$ cat config.mk
export PLATFORM = sky130hd
export DESIGN_NAME = cpuCore
export DESIGN_NICKNAME = d
export VERILOG_FILES = /design/src/cpuPkg.sv /design/src/microcodeRom.sv /design/src/flowSequencer.sv /design/src/registerFile.sv /design/src/executeUnit.sv /design/src/cpuCore.sv
export SDC_FILE = /design/constraint.sdc
export NUM_CORES = 1
export LEC_CHECK = 0
export ABC_AREA = 1
export BUFFER_PORTS_ARGS = -buffer_cell sky130_fd_sc_hd__buf_2
export CAP_MARGIN = 10
export CORE_ASPECT_RATIO = 1.5
export CORE_MARGIN = 1.5
export CORE_UTILIZATION = 40
export CTS_CLUSTER_DIAMETER = 80
export DETAILED_ROUTE_END_ITERATION = 10
export PLACE_DENSITY = 0.67
export SLEW_MARGIN = 20
export SYNTH_ARGS = -nofsm -noshare
export SYNTH_HDL_FRONTEND = slang
export SYNTH_SLANG_ARGS = --single-unit
$ cat constraint.sdc
create_clock -name iClock -period 6.5 [get_ports iClock]
set_clock_uncertainty 0.2 [all_clocks]
set_input_delay 0.325 -clock iClock [delete_from_list [all_inputs] [get_ports iClock]]
set_output_delay 0.325 -clock iClock [all_outputs]
set_load 0.02 [all_outputs]
$ cat src/cpuPkg.sv
`default_nettype none

package cpuPkg;

  typedef logic [15:0] addrT;     // Memory address or PC
  typedef logic [7:0]  dataT;
  typedef logic [6:0]  flowIdxT;  // Microcode ROM address

  typedef enum logic [3:0] {
    uNop,
    uSetAddr,     // Latch address source, raise read request
    uLoadMem,
    uStoreMem,
    uMovReg,
    uAluOp,
    uLoadPcLow,
    uLoadPcHigh,
    uJump
  } uCmdE;

  typedef enum logic [2:0] {
    eofNone,
    eofAlways,
    eofC,
    eofNc,
    eofZ,
    eofNz
  } eofSelE;

  // B..A share the Z80 ordering, so they double as register file indexes
  typedef enum logic [3:0] {
    regB,
    regC,
    regD,
    regE,
    regH,
    regL,
    regA,
    regHl,
    regPc,
    regTmpPc,
    regNone
  } regSelE;

  typedef enum logic [2:0] {
    aluAdd,
    aluSub,
    aluAnd,
    aluXor,
    aluOr
  } aluOpE;

  typedef struct packed {
    eofSelE eofSel;
    logic   incPc;
    uCmdE   cmd;
    regSelE operand;
  } uopT;

  typedef struct packed {
    logic z;
    logic n;
    logic h;
    logic c;
  } flagsT;

  typedef struct packed {
    addrT addr;
    dataT wrData;
    logic we;
    logic re;
  } memBusT;

  typedef enum logic [1:0] {
    afterReset,
    startFlow,
    runFlow,
    endFlow
  } seqStateE;

endpackage

`default_nettype wire

$ cat src/microcodeRom.sv
`timescale 1ns/1ps
`default_nettype none

module microcodeRom
  import cpuPkg::*;
(
  input  wire dataT    opcode,
  input  wire flowIdxT uPc,
  output flowIdxT      flowStart,
  output uopT          uop
);

  localparam flowIdxT FlowNop     = 7'd0;
  localparam flowIdxT FlowLdImm   = 7'd1;
  localparam flowIdxT FlowLdReg   = 7'd3;
  localparam flowIdxT FlowStoreHl = 7'd4;
  localparam flowIdxT FlowLoadHl  = 7'd6;
  localparam flowIdxT FlowAluReg  = 7'd8;
  localparam flowIdxT FlowAluImm  = 7'd9;
  localparam flowIdxT FlowJp      = 7'd11;
  localparam flowIdxT FlowJpZ     = 7'd15;
  localparam flowIdxT FlowJpNz    = 7'd19;
  localparam flowIdxT FlowJpC     = 7'd23;
  localparam flowIdxT FlowJpNc    = 7'd27;

  logic aluKept;

  // ADD, SUB, AND, XOR, OR only
  assign aluKept = (opcode[5:3] inside {3'b000, 3'b010, 3'b100, 3'b101, 3'b110});

  // ----------------------------------------------------------------------
  // Opcode to flow start
  always_comb
  begin
    flowStart = FlowNop;
    case (opcode[7:6])
      2'b00:
        if (opcode[2:0] == 3'b110 && opcode[5:3] != 3'b110)
          flowStart = FlowLdImm;
      2'b01:
        if (opcode == 8'h77)
          flowStart = FlowStoreHl;
        else if (opcode == 8'h7E)
          flowStart = FlowLoadHl;
        else if (opcode[5:3] != 3'b110 && opcode[2:0] != 3'b110)
          flowStart = FlowLdReg;   // HALT falls through to NOP
      2'b10:
        if (aluKept && opcode[2:0] != 3'b110)
          flowStart = FlowAluReg;
      default:
        if (aluKept && opcode[2:0] == 3'b110)
          flowStart = FlowAluImm;
        else
          case (opcode)
            8'hC3:   flowStart = FlowJp;
            8'hCA:   flowStart = FlowJpZ;
            8'hC2:   flowStart = FlowJpNz;
            8'hDA:   flowStart = FlowJpC;
            8'hD2:   flowStart = FlowJpNc;
            default: flowStart = FlowNop;
          endcase
    endcase
  end

  // ----------------------------------------------------------------------
  // Micro-op store
  // Fields: eofSel, incPc, cmd, operand
  always_comb
  begin
    case (uPc)
      7'd0:  uop = '{eofAlways, 1'b1, uNop, regNone};
      7'd1:  uop = '{eofNone,   1'b1, uNop, regNone};
      7'd2:  uop = '{eofAlways, 1'b1, uLoadMem, regNone};  // Dest from opcode
      7'd3:  uop = '{eofAlways, 1'b1, uMovReg, regNone};
      7'd4:  uop = '{eofNone,   1'b1, uSetAddr, regHl};
      7'd5:  uop = '{eofAlways, 1'b0, uStoreMem, regA};
      7'd6:  uop = '{eofNone,   1'b1, uSetAddr, regHl};
      7'd7:  uop = '{eofAlways, 1'b0, uLoadMem, regA};
      7'd8:  uop = '{eofAlways, 1'b1, uAluOp, regA};
      7'd9:  uop = '{eofNone,   1'b1, uNop, regNone};
      7'd10: uop = '{eofAlways, 1'b1, uAluOp, regA};       // Immediate operand
      // Jump flows differ only in the exit after the high byte
      7'd11, 7'd15, 7'd19, 7'd23, 7'd27:
        uop = '{eofNone, 1'b1, uNop, regNone};
      7'd12, 7'd16, 7'd20, 7'd24, 7'd28:
        uop = '{eofNone, 1'b1, uLoadPcLow, regTmpPc};
      7'd13: uop = '{eofNone, 1'b1, uLoadPcHigh, regTmpPc};
      7'd17: uop = '{eofNz,   1'b1, uLoadPcHigh, regTmpPc};
      7'd21: uop = '{eofZ,    1'b1, uLoadPcHigh, regTmpPc};
      7'd25: uop = '{eofNc,   1'b1, uLoadPcHigh, regTmpPc};
      7'd29: uop = '{eofC,    1'b1, uLoadPcHigh, regTmpPc};
      7'd14, 7'd18, 7'd22, 7'd26, 7'd30:
        uop = '{eofAlways, 1'b0, uJump, regTmpPc};
      default: uop = '{eofAlways, 1'b0, uNop, regNone};
    endcase
  end

endmodule

`default_nettype wire

$ cat src/flowSequencer.sv
`timescale 1ns/1ps
`default_nettype none

module flowSequencer
  import cpuPkg::*;
#(
  parameter addrT resetPc = 16'h0000
)
(
  input  wire logic    iClock,
  input  wire logic    rstN,
  input  wire dataT    iMemData,
  input  wire uopT     uop,
  input  wire flowIdxT flowStart,
  input  wire flagsT   flags,
  input  wire logic    overwritePc,
  input  wire addrT    target,
  output flowIdxT      uPc,
  output addrT         pc,
  output dataT         opcode,
  output logic         flowEnable,
  output logic         oEof,
  output logic         oBranchTaken
);

  seqStateE state;
  seqStateE nextState;
  flowIdxT  stepQ;
  logic     eofHit;

  // ----------------------------------------------------------------------
  // Flow FSM
  always_ff @(posedge iClock)
  begin
    if (!rstN)
      state <= afterReset;
    else
      state <= nextState;
  end

  always_comb
  begin
    case (state)
      afterReset: nextState = startFlow;
      startFlow:  nextState = runFlow;
      runFlow:    nextState = oEof ? endFlow : runFlow;
      default:    nextState = startFlow;
    endcase
  end

  assign flowEnable = (state == runFlow);

  // Opcode latch and step count within the flow
  always_ff @(posedge iClock)
  begin
    if (!rstN)
    begin
      stepQ  <= '0;
      opcode <= '0;
    end
    else if (state == startFlow)
    begin
      stepQ  <= '0;
      opcode <= iMemData;   // Fetched at PC
    end
    else if (flowEnable)
      stepQ <= stepQ + 1'b1;
  end

  assign uPc = flowStart + stepQ;

  always_comb
  begin
    case (uop.eofSel)
      eofAlways: eofHit = 1'b1;
      eofC:      eofHit = flags.c;
      eofNc:     eofHit = ~flags.c;
      eofZ:      eofHit = flags.z;
      eofNz:     eofHit = ~flags.z;
      default:   eofHit = 1'b0;
    endcase
  end

  assign oEof         = flowEnable & eofHit;
  assign oBranchTaken = flowEnable & overwritePc;

  // ----------------------------------------------------------------------
  // Program counter
  always_ff @(posedge iClock)
  begin
    if (!rstN)
      pc <= resetPc;
    else if (oBranchTaken)
      pc <= target;
    else if (flowEnable && uop.incPc)
      pc <= pc + 1'b1;
  end

endmodule

`default_nettype wire

$ cat src/registerFile.sv
`timescale 1ns/1ps
`default_nettype none

module registerFile
  import cpuPkg::*;
(
  input  wire logic   iClock,
  input  wire logic   rstN,
  input  wire logic   flowEnable,
  input  wire logic   regWe,
  input  wire regSelE writeSel,
  input  wire dataT   result,
  input  wire regSelE readSel,
  input  wire logic   setAddr,
  input  wire regSelE addrSel,
  input  wire addrT   pc,
  input  wire logic   oEof,
  output dataT        readData,
  output dataT        regA,
  output addrT        addrOut
);

  dataT       regs [0:6];   // B C D E H L A
  logic [6:0] regEn;
  regSelE     addrSelQ;

  always_comb
  begin
    regEn = '0;
    if (flowEnable && regWe && writeSel <= cpuPkg::regA)
      regEn[writeSel[2:0]] = 1'b1;
  end

  always_ff @(posedge iClock)
  begin
    if (!rstN)
    begin
      for (int i = 0; i < 7; i++)
        regs[i] <= '0;
    end
    else
    begin
      for (int i = 0; i < 7; i++)
        if (regEn[i])
          regs[i] <= result;
    end
  end

  assign readData = (readSel <= cpuPkg::regA) ? regs[readSel[2:0]] : 8'h00;
  assign regA     = regs[6];

  // ----------------------------------------------------------------------
  // Memory address source
  always_ff @(posedge iClock)
  begin
    if (!rstN)
      addrSelQ <= regPc;
    else if (oEof)
      addrSelQ <= regPc;   // Next fetch from PC
    else if (flowEnable && setAddr)
      addrSelQ <= addrSel;
  end

  always_comb
  begin
    if (addrSelQ <= cpuPkg::regA)
      addrOut = {8'h00, regs[addrSelQ[2:0]]};
    else if (addrSelQ == regHl)
      addrOut = {regs[4], regs[5]};
    else
      addrOut = pc;
  end

endmodule

`default_nettype wire

$ cat src/executeUnit.sv
`timescale 1ns/1ps
`default_nettype none

module executeUnit
  import cpuPkg::*;
(
  input  wire logic iClock,
  input  wire logic rstN,
  input  wire logic flowEnable,
  input  wire uopT  uop,
  input  wire dataT opcode,
  input  wire dataT iMemData,
  input  wire dataT readData,
  input  wire dataT regA,
  output logic      regWe,
  output regSelE    writeSel,
  output dataT      result,
  output regSelE    readSel,
  output logic      setAddr,
  output regSelE    addrSel,
  output logic      overwritePc,
  output addrT      target,
  output flagsT     flags,
  output memBusT    oMemBus
);

  aluOpE      aluOp;
  dataT       aluB;
  dataT       aluResult;
  flagsT      aluFlags;
  logic [8:0] addFull;
  logic [8:0] subFull;
  logic [4:0] addLow;
  logic [4:0] subLow;
  logic       reQ;
  addrT       tmpPc;

  // Z80 register field to register select
  // (HL) forms have flows of their own
  function automatic regSelE decodeReg(input logic [2:0] code);
    if (code == 3'd7)
      return cpuPkg::regA;
    else if (code == 3'd6)
      return regNone;
    else
      return regSelE'({1'b0, code});
  endfunction

  // ----------------------------------------------------------------------
  // Command decode
  always_comb
  begin
    regWe       = 1'b0;
    writeSel    = regNone;
    result      = 8'h00;
    readSel     = regNone;
    setAddr     = 1'b0;
    addrSel     = regPc;
    overwritePc = 1'b0;
    case (uop.cmd)
      uSetAddr:
      begin
        setAddr = 1'b1;
        addrSel = uop.operand;
      end
      uLoadMem:
      begin
        regWe    = 1'b1;
        writeSel = (uop.operand == regNone) ? decodeReg(opcode[5:3]) : uop.operand;
        result   = iMemData;
      end
      uStoreMem: readSel = uop.operand;
      uMovReg:
      begin
        regWe    = 1'b1;
        writeSel = decodeReg(opcode[5:3]);
        readSel  = decodeReg(opcode[2:0]);
        result   = readData;
      end
      uAluOp:
      begin
        regWe    = 1'b1;
        writeSel = uop.operand;
        readSel  = decodeReg(opcode[2:0]);
        result   = aluResult;
      end
      uJump: overwritePc = 1'b1;
      default: ;
    endcase
  end

  // ----------------------------------------------------------------------
  // ALU
  always_comb
  begin
    case (opcode[5:3])
      3'b000:  aluOp = aluAdd;
      3'b010:  aluOp = aluSub;
      3'b100:  aluOp = aluAnd;
      3'b101:  aluOp = aluXor;
      default: aluOp = aluOr;
    endcase
  end

  assign aluB    = opcode[6] ? iMemData : readData;   // Immediate form
  assign addFull = {1'b0, regA} + {1'b0, aluB};
  assign subFull = {1'b0, regA} - {1'b0, aluB};
  assign addLow  = {1'b0, regA[3:0]} + {1'b0, aluB[3:0]};
  assign subLow  = {1'b0, regA[3:0]} - {1'b0, aluB[3:0]};

  always_comb
  begin
    aluResult = regA | aluB;
    aluFlags  = '{z: 1'b0, n: 1'b0, h: 1'b0, c: 1'b0};
    case (aluOp)
      aluAdd:
      begin
        aluResult  = addFull[7:0];
        aluFlags.h = addLow[4];
        aluFlags.c = addFull[8];
      end
      aluSub:
      begin
        aluResult  = subFull[7:0];
        aluFlags.n = 1'b1;
        aluFlags.h = subLow[4];   // Borrow from bit 4
        aluFlags.c = subFull[8];
      end
      aluAnd:
      begin
        aluResult  = regA & aluB;
        aluFlags.h = 1'b1;
      end
      aluXor: aluResult = regA ^ aluB;
      aluOr:  aluResult = regA | aluB;
      default: ;
    endcase
    aluFlags.z = (aluResult == 8'h00);
  end

  always_ff @(posedge iClock)
  begin
    if (!rstN)
      flags <= '{z: 1'b1, n: 1'b0, h: 1'b1, c: 1'b1};
    else if (flowEnable && uop.cmd == uAluOp)
      flags <= aluFlags;
  end

  // Jump target assembled low byte first
  always_ff @(posedge iClock)
  begin
    if (flowEnable && uop.cmd == uLoadPcLow)
      tmpPc[7:0] <= iMemData;
    if (flowEnable && uop.cmd == uLoadPcHigh)
      tmpPc[15:8] <= iMemData;
  end

  assign target = tmpPc;

  // ----------------------------------------------------------------------
  // Bus strobes
  always_ff @(posedge iClock)
  begin
    if (!rstN)
      reQ <= 1'b0;
    else
      reQ <= flowEnable && uop.cmd == uSetAddr;
  end

  always_comb
  begin
    oMemBus.addr   = '0;   // Address comes from the register file
    oMemBus.wrData = readData;
    oMemBus.we     = flowEnable && uop.cmd == uStoreMem;
    oMemBus.re     = reQ;
  end

endmodule

`default_nettype wire

$ cat src/cpuCore.sv
`timescale 1ns/1ps
`default_nettype none

module cpuCore
  import cpuPkg::*;
#(
  parameter addrT resetPc = 16'h0100
)
(
  input  wire logic iClock,
  input  wire logic rstN,
  input  wire dataT iMemData,
  output memBusT    oMemBus,
  output dataT      oCurrentInsn,
  output logic      oEof,
  output logic      oBranchTaken
);

  flowIdxT uPc;
  flowIdxT flowStart;
  uopT     uop;
  addrT    pc;
  addrT    target;
  addrT    addrOut;
  logic    flowEnable;
  logic    overwritePc;
  logic    regWe;
  logic    setAddr;
  regSelE  writeSel;
  regSelE  readSel;
  regSelE  addrSel;
  dataT    result;
  dataT    readData;
  dataT    regA;
  flagsT   flags;
  memBusT  exBus;

  // Strobes and write data from the execute unit, address from the register file
  assign oMemBus = '{addr: addrOut, wrData: exBus.wrData, we: exBus.we, re: exBus.re};

  flowSequencer #(
    .resetPc(resetPc)
  ) flowSequencer_inst (
    .iClock(iClock), .rstN(rstN), .iMemData(iMemData), .uop(uop),
    .flowStart(flowStart), .flags(flags), .overwritePc(overwritePc), .target(target),
    .uPc(uPc), .pc(pc), .opcode(oCurrentInsn), .flowEnable(flowEnable),
    .oEof(oEof), .oBranchTaken(oBranchTaken)
  );

  microcodeRom microcodeRom_inst (
    .opcode(oCurrentInsn), .uPc(uPc), .flowStart(flowStart), .uop(uop)
  );

  registerFile registerFile_inst (
    .iClock(iClock), .rstN(rstN), .flowEnable(flowEnable), .regWe(regWe),
    .writeSel(writeSel), .result(result), .readSel(readSel), .setAddr(setAddr),
    .addrSel(addrSel), .pc(pc), .oEof(oEof), .readData(readData), .regA(regA),
    .addrOut(addrOut)
  );

  executeUnit executeUnit_inst (
    .iClock(iClock), .rstN(rstN), .flowEnable(flowEnable), .uop(uop),
    .opcode(oCurrentInsn), .iMemData(iMemData), .readData(readData), .regA(regA),
    .regWe(regWe), .writeSel(writeSel), .result(result), .readSel(readSel),
    .setAddr(setAddr), .addrSel(addrSel), .overwritePc(overwritePc), .target(target),
    .flags(flags), .oMemBus(exBus)
  );

endmodule

`default_nettype wire

Word level (Yosys, flattened, before mapping)
Memory sizes are Yosys's and may differ from the RTL's. A register that Yosys moved wholly into a read port is not among the register bits.
Cells that the tools add are included.
{"block": "totals", "regBits": 56, "ram_bits": 56, "romBits": 384, "in_bits": 10, "out_inout_bits": 36, "word_cells": 167, "mem_count": 2}
{"memory": "(name not given)", "words": 32, "word_bits": 12, "read_ports": 1, "rd_clocked_by_memory_dff": 0, "write_ports": 0, "line_no": "microcodeRom.sv:70", "rtl": "case (uPc)"}
{"memory": "registerFile_inst.regs", "words": 7, "word_bits": 8, "read_ports": 5, "rd_clocked_by_memory_dff": 1, "write_ports": 7, "line_no": "registerFile.sv:23", "rtl": "dataT regs [0:6];"}
{"block": "classes", "n_addsub": 5, "magnitude_cmp": 5, "n_eq_ne": 38, "muxes": 67, "bitwise": 15, "reduce_logical": 25}
{"cell": "2-to-1 mux 8 bit", "n": 9}
{"cell": "2-to-1 mux 16 bit", "n": 4}
{"cell": "equality test 8 bit (second input constant)", "n": 5}
{"cell": "one-hot mux 8 bit (4 select lines)", "n": 1}
{"cell": "2-to-1 mux 1 bit", "n": 28}
{"cell": "2-to-1 mux 4 bit", "n": 7}
{"cell": "2-to-1 mux 7 bit", "n": 4}
{"cell": "one-hot mux 5 bit (5 select lines)", "n": 1}
{"cell": "equality test 3 bit (second input constant)", "n": 8}
{"cell": "one-hot mux 8 bit (3 select lines)", "n": 1}
{"cell": "one-hot mux 7 bit (3 select lines)", "n": 1}
{"cell": "equality test 4 x 3 -> 1 bit (second input constant)", "n": 5}
{"cell": "adder 16 x 1 -> 16 bit (second input constant)", "n": 1}
{"cell": "equality test 8 x 7 -> 1 bit (second input constant)", "n": 2}
{"cell": "equality test 3 x 2 -> 1 bit (second input constant)", "n": 5}
{"cell": "logical AND 1 bit", "n": 14}
{"cell": "less-or-equal comparator 4 x 3 -> 1 bit (second input constant)", "n": 3}
{"cell": "2-to-1 mux 12 bit", "n": 1}
{"cell": "one-hot mux 3 bit (4 select lines)", "n": 1}
{"cell": "one-hot mux 4 bit (3 select lines)", "n": 1}
{"cell": "adder 8 x 8 -> 9 bit", "n": 1}
{"cell": "subtractor 8 x 8 -> 9 bit", "n": 1}
{"cell": "bitwise AND 8 bit", "n": 1}
{"cell": "equality test 4 x 2 -> 1 bit (second input constant)", "n": 2}
{"cell": "other kinds (29)", "n": 48}

Depth between registers and ports, before layout
Gate-level depths: netlist of the first run.
{"block": "depth", "ltp_word": 21, "mapped_depth": 50}

Cells and area by module
Synthesis of the first run repeated with hierarchy kept, for this count alone.
{"block": "unflattened", "hier_cells": 1356, "hier_area_um2": 9077.5}
{"module": "registerFile", "n_inst": 1, "cells_each": 508, "area_each_um2": 3711.1}
{"module": "executeUnit", "n_inst": 1, "cells_each": 410, "area_each_um2": 2691.3}
{"module": "flowSequencer", "n_inst": 1, "cells_each": 311, "area_each_um2": 2049.5}
{"module": "microcodeRom", "n_inst": 1, "cells_each": 127, "area_each_um2": 625.6}

Worst setup path before layout of the first run
OpenSTA, ideal clock, no wires.
{"block": "synth_path", "path_type": "register to register", "start": "reg flowSequencer_inst.opcode[3]", "end": "mem registerFile_inst.regs[1][6] in the netlist's numbering (data pin)", "t_arrival_ps": 5652, "required_time_ps": 6043, "setup_slack_ps": 392, "path_stages_with_launch": 46, "synth_period_minus_slack_ps": 6108, "path_cell_list": "dfxtp_1 clkbuf_1 inv_1 nor3_1 nand2_1 o21bai_1 nor2_1 nand2_1 nand3_1 inv_1 ha_1 fa_1 ha_1 inv_1 nor2_1 nand3_1 nand2_2 nand2_2 [10 not listed] inv_1 ha_1 fa_1 nor2_1 nor2_1 nor2_1 o21ai_0 nand2_1 a21oi_1 or2_2 nand3_1 nand4_1 nand2_1 nand2_1 inv_1 nand2_1 nand2_2 nor2_1"}
{"item": "from (decl)", "line_no": "flowSequencer.sv:20", "rtl": "output dataT opcode,"}
{"item": "from (signal assigned)", "line_no": "flowSequencer.sv:64", "rtl": "opcode <= iMemData;"}
{"item": "to (decl)", "line_no": "registerFile.sv:23"}

==> key figures, run 1 <==
Status
  – Outcome: completed

Clocking
  – Clk sinks: between 100 and 150
  – H-Tree Depth: 4
  – CTS Buf Count: 17
  – Clock slew at reported path FFs: 60 ps
  – Clk root buf: clkbuf_16
  – CTS tree: yes
  – Longest Clk Path Bufs: 2
  – Clock latency on the worst-skew pair: 430 ps

Logic synthesis
  – Most instantiated cells after synthesis: 246 x nand2_1, 190 x inv_1, 125 x nor2_1, 87 x o21ai_0, 82 x a21oi_1
  – Cell taking the most area after synthesis: edfxtp_1
  – Synthesized cell area: ~8400 µm²
  – Main synth FF type: edfxtp_1
  – Netlist cell types: 51
  – Synth area leaders: edfxtp_1 26%, nand2_1 11%, dfxtp_1 10%
  – Average size of a mapped cell: roughly 7.1 µm²
  – Synth async-reset ratio: 0%
  – Sequential-to-total area share from yosys stat: roughly 36%
  – Synth Net Count: around 1200
  – Most common cell in the netlist: nand2_1
  – FF+latch count, synth: 115
  – Cells after Synth: between 1000 and 1500
  – Synth top area share: 25.7%
  – Ys Warns: 0
  – Post-synth EDFFs: between 70 and 80

Floorplan
  – Die area: around 22000 µm²
  – Die width: approximately 120 µm
  – FP Rows: 64
  – Initial Utilization: about two fifths
  – Area of the core: 20500 µm²
  – IO Count: 46
  – Die Y: around 180 µm

Cells and area
  – Finished Cell Area: between 10000 and 15000 µm²
  – Area growth, synth to finish: 20.4%
  – Share of layout cells above drive strength 1: between 15 and 20%
  – Final Non-Filler Cells: between 1500 and 2000
  – Fin util: roughly 50%
  – Ant. Diodes: 0
  – Nets@finish: 1311

GRT
  – First-pass GRT wire length: approximately 43000 µm
  – Vias in the first global route: 7999
  – Total track usage: between 20 and 30%
  – GR Overflow Total: 0
  – Initial antenna violation count: 0
  – Pin count of the biggest net entering global routing: 35

STA
  – Tightest Pin Transition: 1020 ps
  – Crit path time final: 6220 ps
  – Final Hold Vio Count: 0
  – Max Fclk: 0.161 GHz
  – Crit share post-route: between 90 and 100%
  – Hold slack final: between 30 and 40 ps
  – Setup violators final: 0
  – RSZ-0062 raised after global routing: yes
  – Rel. slew slack: a little under a third
  – Max Transition Viols Final: 0

Placed design
  – GPL Wtd Cong: 0.968
  – Port Buffer Count: 45
  – Post-DP HPWL: around 21000 µm
  – Placed instance count: between 1000 and 1500
  – Placed cell areas: approximately 9000 µm²

Worst setup path
  – Startpoint types: flop
  – Cell repeated most along the worst path: nand2_1
  – Reg2reg path depth: 44
  – Worst endpoint required time: roughly 6500 ps
  – CP max FO: 7
  – Crit path DAT: 6200 ps
  – Critical path class: reg2reg
  – Crit-path max cell delay: between 400 and 500 ps
  – Slowest cell on the critical path: fa_2
  – CP Capture Type: flop

Power and ir drop
  – Sequential power share: about a fifth
  – Power Density: approximately 440 nW/µm²
  – Leak: between 4 and 5 nW
  – Worst VDD drop: 0.218 mV
  – Internal power: about 2.3 mW
  – Switch Pwr: 2.08 mW
  – Clock share of power: between 20 and 25%
  – Comb pwr share: between 50% and 60%
  – Overall power: between 4 and 5 mW
  – Switching Fraction: ~47%

Route
  – Routed WL per cell: approximately 18 µm
  – Drc violations: 0
  – Vias per cell: roughly 5.5
  – Drt initial violations: 688
  – Routed vias: between 8000 and 9000
  – Post-route antenna net violation count: 0
  – Final WL: 28000 µm
  – DRT Pass-1 Iters: 5

Min path
  – Min-delay worst type: in2reg
  – Hold path depth: 1

Job
  – Maxcap violations: 0
cells in the final DEF, fill, tap and decap left out, drive strengths merged, types with 3 or more instances in the layout:
master       synthesis  final
a211oi               7      7
a21oi               82     82
a31oi                8      8
buf                 16     87
clkbuf              23     26
clkinv               3      8
dfxtp               43     43
dlygate4sd3          0      7
edfxtp              72     72
fa                   3      3
ha                  38     38
inv                200    202
nand2              268    268
nand3               83     85
nand4               41     41
nor2               135    135
nor3                10     10
nor4                 3      3
o211ai               3      3
o21ai               97     97
o221ai               7      7
o22ai               10     10
or2                  3      3
xor2                11     11
kinds of logic after synthesis:
kind of cell | share of synthesized area (%)
adders and majority gates | 6.38
AOI/OAI and AO/OA | 14.7
xor gates and xnor gates | 1.36
and+or+nand+nor | 29.9
buffers and inverters | 11.6
DFF | 36.0
muxes | 0.134
power by group through the flow:
stage	Combinational [mW]	Sequential (mW)	Clock [mW]
final	2.50	0.949	0.979
after global placement	2.21	0.942	0
after global routing	2.75	0.956	1.01
after CTS	2.23	0.930	0.986
after detailed placement	2.21	0.944	0
after floorplan	1.60	0.933	0
routing by layer:
layer,global-route usage (%),up-vias,part of all wire (%)
met5,0,-,0
met4,17.2,0,7.3
met3,4.37,120,5.3
met2,45.5,327,50
met1,27.8,3920,37
li1,-,4068,-
cell type report:
type / count / area (µm²)
Multi-Input combinational cell: 827 / 4640
Clock buffer: 24 / 536
Tap cell: 264 / 330
Clock inverter: 8 / 85.1
Timing Repair Buffer: 96 / 714
Fill cell: 2056 / 10400
Sequential cell: 115 / 3040
Inverter: 203 / 776
per-stage QoR:
step	worst slack, ps	setup TNS, ps
global route	-90.7	-1190
floorplan	392	0
finish	283	0
detailed placement	-130	-1260
global placement	-122	-1380
CTS	13.7	0
state kept, by name, indices dropped and copies added, names as in the netlist, named ones only:
signal and flops:
executeUnit_inst.reQ 1, executeUnit_inst.target 16, flowSequencer_inst.pc 16, registerFile_inst.regs 56
executeUnit_inst.flags 2, flowSequencer_inst.state 2, flowSequencer_inst.opcode 8, flowSequencer_inst.stepQ 7
registerFile_inst.addrSelQ 4
worst paths after layout:
kind	from	to	slack (ps)
setup / recovery	flowSequencer_inst.opcode[6]$_SDFFE_PN0P_	registerFile_inst.regs[5][6]$_SDFFCE_PN0P_	280
hold / removal	iMemData[4]	executeUnit_inst.target[12]$_DFFE_PP_	30
hold reg to reg	flowSequencer_inst.stepQ[6]$_SDFFE_PP0P_	flowSequencer_inst.stepQ[6]$_SDFFE_PP0P_	280
setup reg to reg	flowSequencer_inst.opcode[6]$_SDFFE_PN0P_	registerFile_inst.regs[5][6]$_SDFFCE_PN0P_	280
critical path, delay by kind of cell, from the launching register on:
kind / cells / cell delay, ps
buffers and inverters: 6 / 510
DFF: 1 / 350
and+or+nand+nor: 29 / 3110
AOI/OAI and AO/OA: 4 / 430
adders and majority gates: 5 / 1340
timing repair:
| item | CTS | global route |
|---|---|---|
| hold buffers | 7 | 0 |
| setup buffers | 1 | 13 |
| resized for setup | 6 | 72 |
| setup endpoints to repair | 21 | 51 |
| cloned | 1 | 3 |
| endpoints found under the hold margin | 14 | 0 |
| pin swaps | 1 | 25 |
Power figures use the tool's default switching activity.
==> inputs of run 2 (changes only) <==
--- a/config.mk
+++ b/config.mk
@@ -7,7 +7,6 @@
 export LEC_CHECK = 0
 export ABC_AREA = 1
 export BUFFER_PORTS_ARGS = -buffer_cell sky130_fd_sc_hd__buf_2
-export CAP_MARGIN = 10
 export CORE_ASPECT_RATIO = 1.5
 export CORE_MARGIN = 1.5
 export CORE_UTILIZATION = 40
==> constraint.sdc (replaced) <==
create_clock -name iClock -period 6.5 [get_ports iClock]
set_clock_uncertainty 0.2 [all_clocks]
set_input_delay 0.65 -clock iClock [delete_from_list [all_inputs] [get_ports iClock]]
set_output_delay 0.65 -clock iClock [all_outputs]
set_load 0.02 [all_outputs]
==> run 2 against run 1 <==
Effect of this change: register-to-register slack worse by 30 ps; first-iteration DRC count increased by 8.3%; global-route usage fell by 0.073 points.
==> key figures, run 2 (synthesis gave the netlist of run 1 again) <==
Status
  – Outcome: completed (unchanged)

Clocking
  – Clk sinks: 115 (unchanged)
  – CTS tree: yes (unchanged)
  – Clk root buf: clkbuf_16 (unchanged)
  – Clock slew at reported path FFs: 60 ps (about the same)
  – Hold-fix buffers at CTS: 0 (was 7)
  – CTS Buf Count: 17 (unchanged)
  – Longest Clk Path Bufs: 2 (unchanged)
  – H-Tree Depth: 4 (unchanged)
  – Clock latency on the worst-skew pair: 440 ps (was 430 ps)

Route
  – Routed vias: 8420 (was 8435)
  – Drt initial violations: 745 (was 688)
  – Vias per cell: 5.50 (was 5.49)
  – Post-route antenna net violation count: 0 (unchanged)
  – Drc violations: 0 (unchanged)
  – DRT Pass-1 Iters: 7 (was 5)
  – Routed WL per cell: 18.2 µm (about the same)
  – Final WL: 27900 µm (was 28000 µm)

STA
  – Setup violators final: 0 (unchanged)
  – Final TNS setup: 0 ps (unchanged)
  – Crit share post-route: 96.1% (was 95.7%)
  – Rel. slew slack: 33.7% (was 31.9%)
  – Setup ws final: 256 ps (was 283 ps)
  – Hold slack final: 277 ps (was 32.5 ps)
  – RSZ-0062 raised after global routing: yes (unchanged)
  – Max Fclk: 0.160 GHz (was 0.161 GHz)
  – Crit path time final: 6240 ps (was 6220 ps)
  – Tightest Pin Transition: 991 ps (was 1020 ps)
  – Max Transition Viols Final: 0 (unchanged)
  – Final Hold Vio Count: 0 (unchanged)

Cells and area
  – Finished Cell Area: 10000 µm² (was 10100 µm²)
  – Fin util: 49.0% (was 49.3%)
  – Top reg by flops: registerFile_inst.regs (unchanged)
  – Ant. Diodes: 0 (unchanged)
  – Area growth, synth to finish: 19.6% (was 20.4%)
  – Commonest non-fill, non-tap cell in the layout: nand2_1 (unchanged)
  – Final Non-Filler Cells: 1530 (was 1537)
  – Share of layout cells above drive strength 1: 17.9% (was 17.8%)
  – Max FFs per register: 56 (unchanged)
  – Nets@finish: 1304 (was 1311)
  – Most frequent cells in the layout: 238 x nand2_1, 186 x inv_1, 117 x nor2_1, 82 x o21ai_0, 81 x a21oi_1 (unchanged)

Worst setup path
  – CP max FO: 7 (unchanged)
  – CP Capture Type: flop (unchanged)
  – Startpoint types: flop (unchanged)
  – CP bufs+invs: 6 (unchanged)
  – Critical path class: reg2reg (unchanged)
  – CP delay by family, top: simple AND/OR/NAND/NOR gates (unchanged)
  – Slowest cell on the critical path: fa_2 (unchanged)
  – Cell repeated most along the worst path: nand2_1 (unchanged)
  – Reg2reg path depth: 44 (unchanged)
  – Worst r2r src: flowSequencer_inst.opcode[6]$_SDFFE_PN0P_ (unchanged)
  – Worst endpoint required time: 6490 ps (was 6480 ps)
  – Crit path DAT: 6230 ps (was 6200 ps)
  – RR Endpoint: registerFile_inst.regs[5][6]$_SDFFCE_PN0P_ (unchanged)
  – Crit-path max cell delay: 450 ps (about the same)
  – R2R setup slack: 260 ps (was 280 ps)

Power and ir drop
  – Leak: 4.61 nW (was 4.64 nW)
  – Worst VDD drop: 0.220 mV (was 0.218 mV)
  – Overall power: 4.43 mW (about the same)
  – Power Density: 441 nW/µm² (was 438 nW/µm²)

GRT
  – Pin count of the biggest net entering global routing: 35 (unchanged)
  – Total track usage: 25.7% (was 25.8%)
  – First-pass GRT wire length: 42700 µm (was 42800 µm)
  – Met2 Use GR: 45.2% (was 45.5%)
  – Gr busiest metal: met2 (unchanged)
  – Met3 Resource Use GR: 4.37% (unchanged)
  – Met1 Use GR: 27.9% (was 27.8%)
  – Vias in the first global route: 7967 (was 7999)
  – GR Overflow Total: 0 (unchanged)
  – Initial antenna violation count: 0 (unchanged)

Floorplan
  – Die Y: 180 µm (unchanged)
  – Initial Utilization: 41.0% (unchanged)
  – Die area: 21900 µm² (unchanged)
  – IO Count: 46 (unchanged)
  – Die width: 121 µm (unchanged)
  – Area of the core: 20500 µm² (unchanged)
  – FP Rows: 64 (unchanged)

Min path
  – Hold path depth: 1 (unchanged)
  – Startpoint of the worst hold path: flowSequencer_inst.stepQ[6]$_SDFFE_PP0P_ (was iMemData[4])
  – Hold worst-path end: flowSequencer_inst.stepQ[6]$_SDFFE_PP0P_ (was executeUnit_inst.target[12]$_DFFE_PP_)
  – Min-delay worst type: reg2reg (was in2reg)

Placed design
  – Placed instance count: 1480 (unchanged)
  – Post-DP HPWL: 21200 µm (unchanged)
  – Port Buffer Count: 45 (unchanged)
  – Placed cell areas: 8990 µm² (unchanged)
  – Place WS: -130 ps (unchanged)
  – GPL Wtd Cong: 0.968 (unchanged)

Job
  – Maxcap violations: 0 (unchanged)
[run 2: cell types whose count changed in the layout (fill, tap and decap cells not counted)]
cell	change
dlygate4sd3_1	-7
[run 2: worst max path at each step]
stage	slack, ps	from	cells after the start	end
after floorplan	390	flowSequencer_inst.opcode[3]$_SDFFE_PN0P_	45	registerFile_inst.regs[1][6]$_SDFFCE_PN0P_
after global placement	-120	flowSequencer_inst.opcode[6]$_SDFFE_PN0P_	46	registerFile_inst.regs[5][6]$_SDFFCE_PN0P_
after detailed placement	-130	flowSequencer_inst.opcode[0]$_SDFFE_PN0P_	46	registerFile_inst.regs[5][6]$_SDFFCE_PN0P_
after CTS	10	flowSequencer_inst.opcode[6]$_SDFFE_PN0P_	47	registerFile_inst.regs[5][6]$_SDFFCE_PN0P_
after global routing	-80	flowSequencer_inst.opcode[6]$_SDFFE_PN0P_	44	registerFile_inst.regs[0][6]$_SDFFCE_PN0P_
final	260	flowSequencer_inst.opcode[6]$_SDFFE_PN0P_	44	registerFile_inst.regs[5][6]$_SDFFCE_PN0P_
[run 2: worst reg2reg max path: cells and delay by family (launching register included)]
family	cells	cell delay [ps]
buffers and inverters	6	520
AND/OR/NAND/NOR	29	3170
adder cells (fa/ha/maj)	5	1340
flip-flops	1	350
AO/OA/AOI/OAI	4	430
[run 2: what timing repair did]
item | in CTS | in global routing
setup endpoints to repair | 21 | 51
pin swaps | 1 | 25
setup buffers | 1 | 13
resized for setup | 6 | 72
gates cloned | 1 | 3
[run 2: layer usage]
metal	vias to the layer above	part of all wire (%)	wire length (µm)
met5	-	0	0
met4	0	7.4	2070
met3	118	5.2	1470
met2	337	50	14000
met1	3912	37	10400
li1	4053	-	-
[run 2: layout make-up]
class | instances | area [µm²]
clock buffer | 24 | 536
inverter | 203 | 776
fill | 2063 | 10500
multi-input combinational | 827 | 4640
clock inverter | 8 | 85.1
timing repair buffer | 89 | 644
tap | 264 | 330
sequential | 115 | 3040
[run 2: report_power, final]
part	switching [mW]	internal (mW)	total (mW)	leakage, nW
Combinational	1.64	0.862	2.50	3.23
Sequential	0.0912	0.858	0.950	1.07
Clock	0.362	0.618	0.979	0.307
==> inputs of run 3 (changes only) <==
--- a/config.mk
+++ b/config.mk
@@ -5,7 +5,6 @@
 export SDC_FILE = /design/constraint.sdc
 export NUM_CORES = 1
 export LEC_CHECK = 0
-export ABC_AREA = 1
 export BUFFER_PORTS_ARGS = -buffer_cell sky130_fd_sc_hd__buf_2
 export CORE_ASPECT_RATIO = 1.5
 export CORE_MARGIN = 1.5
==> run 3 against run 2 <==
Effect of this change: cell count shrank 15%; combinational power shrank 45%; setup slack worse by 11 ps; die area up 1.5%; first-iteration DRC count up 1.1%; worst hold slack better by 41 ps; via count is 4.5% lower; cell area up 4.0%; synthesized area increased by 1.5%; critical endpoint is now registerFile_inst.regs[0][7]$_SDFFCE_PN0P_.
==> key figures, run 3 <==
STA
  – Crit share post-route: 96.2% (was 96.1%)
  – Setup violators final: 0 (unchanged)
  – Max Fclk: 0.160 GHz (about the same)
  – Tightest Pin Transition: 1050 ps (was 991 ps)
  – Max Transition Viols Final: 0 (unchanged)
  – Rel. slew slack: 29.8% (was 33.7%)
  – Crit path time final: 6250 ps (was 6240 ps)
  – Hold slack final: 318 ps (was 277 ps)
  – Setup ws final: 246 ps (was 256 ps)
  – Final Hold Vio Count: 0 (unchanged)

Logic synthesis
  – Synthesized cell area: 8530 µm² (was 8400 µm²)
  – FF+latch count, synth: 115 (unchanged)
  – Cell taking the most area after synthesis: edfxtp_1 (unchanged)
  – Most instantiated cells after synthesis: 88 x nor2_1, 73 x o21ai_0, 72 x edfxtp_1, 61 x nand2_1, 48 x a21oi_1 (was 246 x nand2_1, 190 x inv_1, 125 x nor2_1, 87 x o21ai_0, 82 x a21oi_1)
  – Most common cell in the netlist: nor2_1 (was nand2_1)
  – Main synth FF type: edfxtp_1 (unchanged)
  – Synth top area share: 25.4% (was 25.7%)
  – Post-synth EDFFs: 72 (unchanged)
  – Ys Warns: 0 (unchanged)
  – Netlist cell types: 99 (was 51)
  – Average size of a mapped cell: 9.15 µm² (was 7.10 µm²)
  – Synth Net Count: 983 (was 1233)
  – Synth async-reset ratio: 0% (unchanged)
  – Sequential-to-total area share from yosys stat: 35.4% (was 36.0%)
  – Cells after Synth: 932 (was 1182)
  – Synth area leaders: edfxtp_1 25%, dfxtp_1 10%, ha_1 5.6% (was edfxtp_1 26%, nand2_1 11%, dfxtp_1 10%)

Power and ir drop
  – Leak: 3.89 nW (was 4.61 nW)
  – Power Density: 309 nW/µm² (was 441 nW/µm²)
  – Overall power: 3.23 mW (was 4.43 mW)
  – Worst VDD drop: 0.232 mV (was 0.220 mV)

Clocking
  – CTS Buf Count: 17 (unchanged)
  – Clk sinks: 115 (unchanged)
  – Clock latency on the worst-skew pair: 430 ps (was 440 ps)
  – Hold-fix buffers at CTS: 0 (unchanged)
  – Clk root buf: clkbuf_16 (unchanged)
  – CTS tree: yes (unchanged)
  – Longest Clk Path Bufs: 2 (unchanged)
  – H-Tree Depth: 4 (unchanged)
  – Clock slew at reported path FFs: 60 ps (about the same)

Status
  – Outcome: completed (unchanged)

Route
  – Final WL: 29400 µm (was 27900 µm)
  – Drc violations: 0 (unchanged)
  – Post-route antenna net violation count: 0 (unchanged)
  – Routed vias: 8041 (was 8420)
  – Drt initial violations: 753 (was 745)
  – Vias per cell: 6.17 (was 5.50)
  – Routed WL per cell: 22.5 µm (was 18.2 µm)
  – DRT Pass-1 Iters: 7 (unchanged)

Worst setup path
  – CP max FO: 7 (unchanged)
  – Critical path class: reg2reg (unchanged)
  – Startpoint types: flop (unchanged)
  – Crit path DAT: 6210 ps (was 6230 ps)
  – Worst endpoint required time: 6460 ps (was 6490 ps)
  – CP Capture Type: flop (unchanged)

Placed design
  – Post-DP HPWL: 21900 µm (was 21200 µm)
  – GPL Wtd Cong: 0.963 (was 0.968)
  – Port Buffer Count: 45 (unchanged)
  – Place WS: -184 ps (was -130 ps)

GRT
  – GR Overflow Total: 0 (unchanged)
  – Pin count of the biggest net entering global routing: 35 (unchanged)
  – First-pass GRT wire length: 44100 µm (was 42700 µm)
  – Vias in the first global route: 7814 (was 7967)
  – Initial antenna violation count: 0 (unchanged)
  – Total track usage: 26.4% (was 25.7%)

Cells and area
  – Commonest non-fill, non-tap cell in the layout: nor2_1 (was nand2_1)
  – Top reg by flops: registerFile_inst.regs (unchanged)
  – Most frequent cells in the layout: 86 x nor2_1, 81 x buf_4, 72 x edfxtp_1, 67 x o21ai_0, 61 x nand2_1 (was 238 x nand2_1, 186 x inv_1, 117 x nor2_1, 82 x o21ai_0, 81 x a21oi_1)
  – Fillers: 1934 (was 2063)
  – Area growth, synth to finish: 22.5% (was 19.6%)
  – Max FFs per register: 56 (unchanged)
  – Share of layout cells above drive strength 1: 27.4% (was 17.9%)
  – Ant. Diodes: 0 (unchanged)
  – Nets@finish: 1073 (was 1304)

Floorplan
  – IO Count: 46 (unchanged)
  – FP Rows: 65 (was 64)
  – Area of the core: 21000 µm² (was 20500 µm²)
  – Initial Utilization: 40.6% (was 41.0%)
  – Die width: 122 µm (was 121 µm)
  – Die Y: 182 µm (was 180 µm)
  – Die area: 22200 µm² (was 21900 µm²)

Job
  – Maxcap violations: 0 (unchanged)

Min path
  – Min-delay worst type: reg2reg (unchanged)
-- run 3: cell type report --
cell class,instances,area [µm²],share of cell area (%)
clock buffers,19,475,4.55
clock inverters,13,126,1.21
inverters,48,184,1.76
multi-input cells,709,5400,51.7
flip-flops and latches,115,3030,29.0
well taps,268,335,3.21
repair buffers,131,890,8.52
-- run 3: final timing paths --
check / startpoint / to / slack [ps] / cells past startpoint
worst max-delay path: flowSequencer_inst.opcode[5]$_SDFFE_PN0P_ / registerFile_inst.regs[0][7]$_SDFFCE_PN0P_ / 250 / 25
worst min-delay path: flowSequencer_inst.stepQ[6]$_SDFFE_PP0P_ / flowSequencer_inst.stepQ[6]$_SDFFE_PP0P_ / 320 / 2
worst max register to register: flowSequencer_inst.opcode[5]$_SDFFE_PN0P_ / registerFile_inst.regs[0][7]$_SDFFCE_PN0P_ / 250 / 25
worst min register to register: flowSequencer_inst.stepQ[6]$_SDFFE_PP0P_ / flowSequencer_inst.stepQ[6]$_SDFFE_PP0P_ / 320 / 2
-- run 3: power by group --
group	internal, mW	switching (mW)
combinational	0.562	0.822
sequential	0.828	0.0576
clock	0.554	0.408
-- run 3: routing by layer --
layer	vias up	part of all wire (%)	GRT usage, %
met5	-	0	0
met4	0	7.7	18.4
met3	122	6.3	4.55
met2	355	50	45.2
met1	3850	36	29.2
li1	3714	-	-
-- run 3: cell families after synthesis --
kind of cell    after synthesis  share of synthesized area (%)
simple gates                288                           17.1
flops                       115                           35.4
fa+ha+maj                    41                           6.28
buf+inv                     109                           5.43
compound gates              296                           25.0
mux                          58                           8.20
xor+xnor                     25                           2.57
-- run 3: timing repair --
action	CTS	global route
endpoints found under the setup margin	43	50
pin swaps	2	23
cloned	0	1
resized for setup	7	65
buffers inserted	2	20
-- run 3: critical path, cell delays in order, from the launching register on --
cell and delay, ps:
dfxtp_4 370, nor4bb_4 310, and3_4 260, o211ai_1 100, o31ai_1 90, ha_2 240, fa_2 460, buf_6 150
ha_2 200, a21o_4 230, a21bo_4 230, or4_4 520, o41ai_4 70, buf_6 180, a22oi_2 80, o21a_1 210
ha_1 330, or2_2 340, o221ai_4 170, a211oi_1 100, nor3_1 330, o41a_1 180, nand3_1 130, a22oi_1 200
buf_4 200, a211oi_1 90
-- run 3: through the flow --
step	utilization, %	TNS (ps)	std cells	instance area (µm²)
4_1_cts	47.5	0	1282	9970
6_report	49.8	0	1303	10400
5_1_grt	49.8	-117	1303	10400
3_5_place_dp	44.4	-4990	1248	9320
2_1_floorplan	-	0	932	8580
3_3_place_gp	44.4	-3240	1248	9320
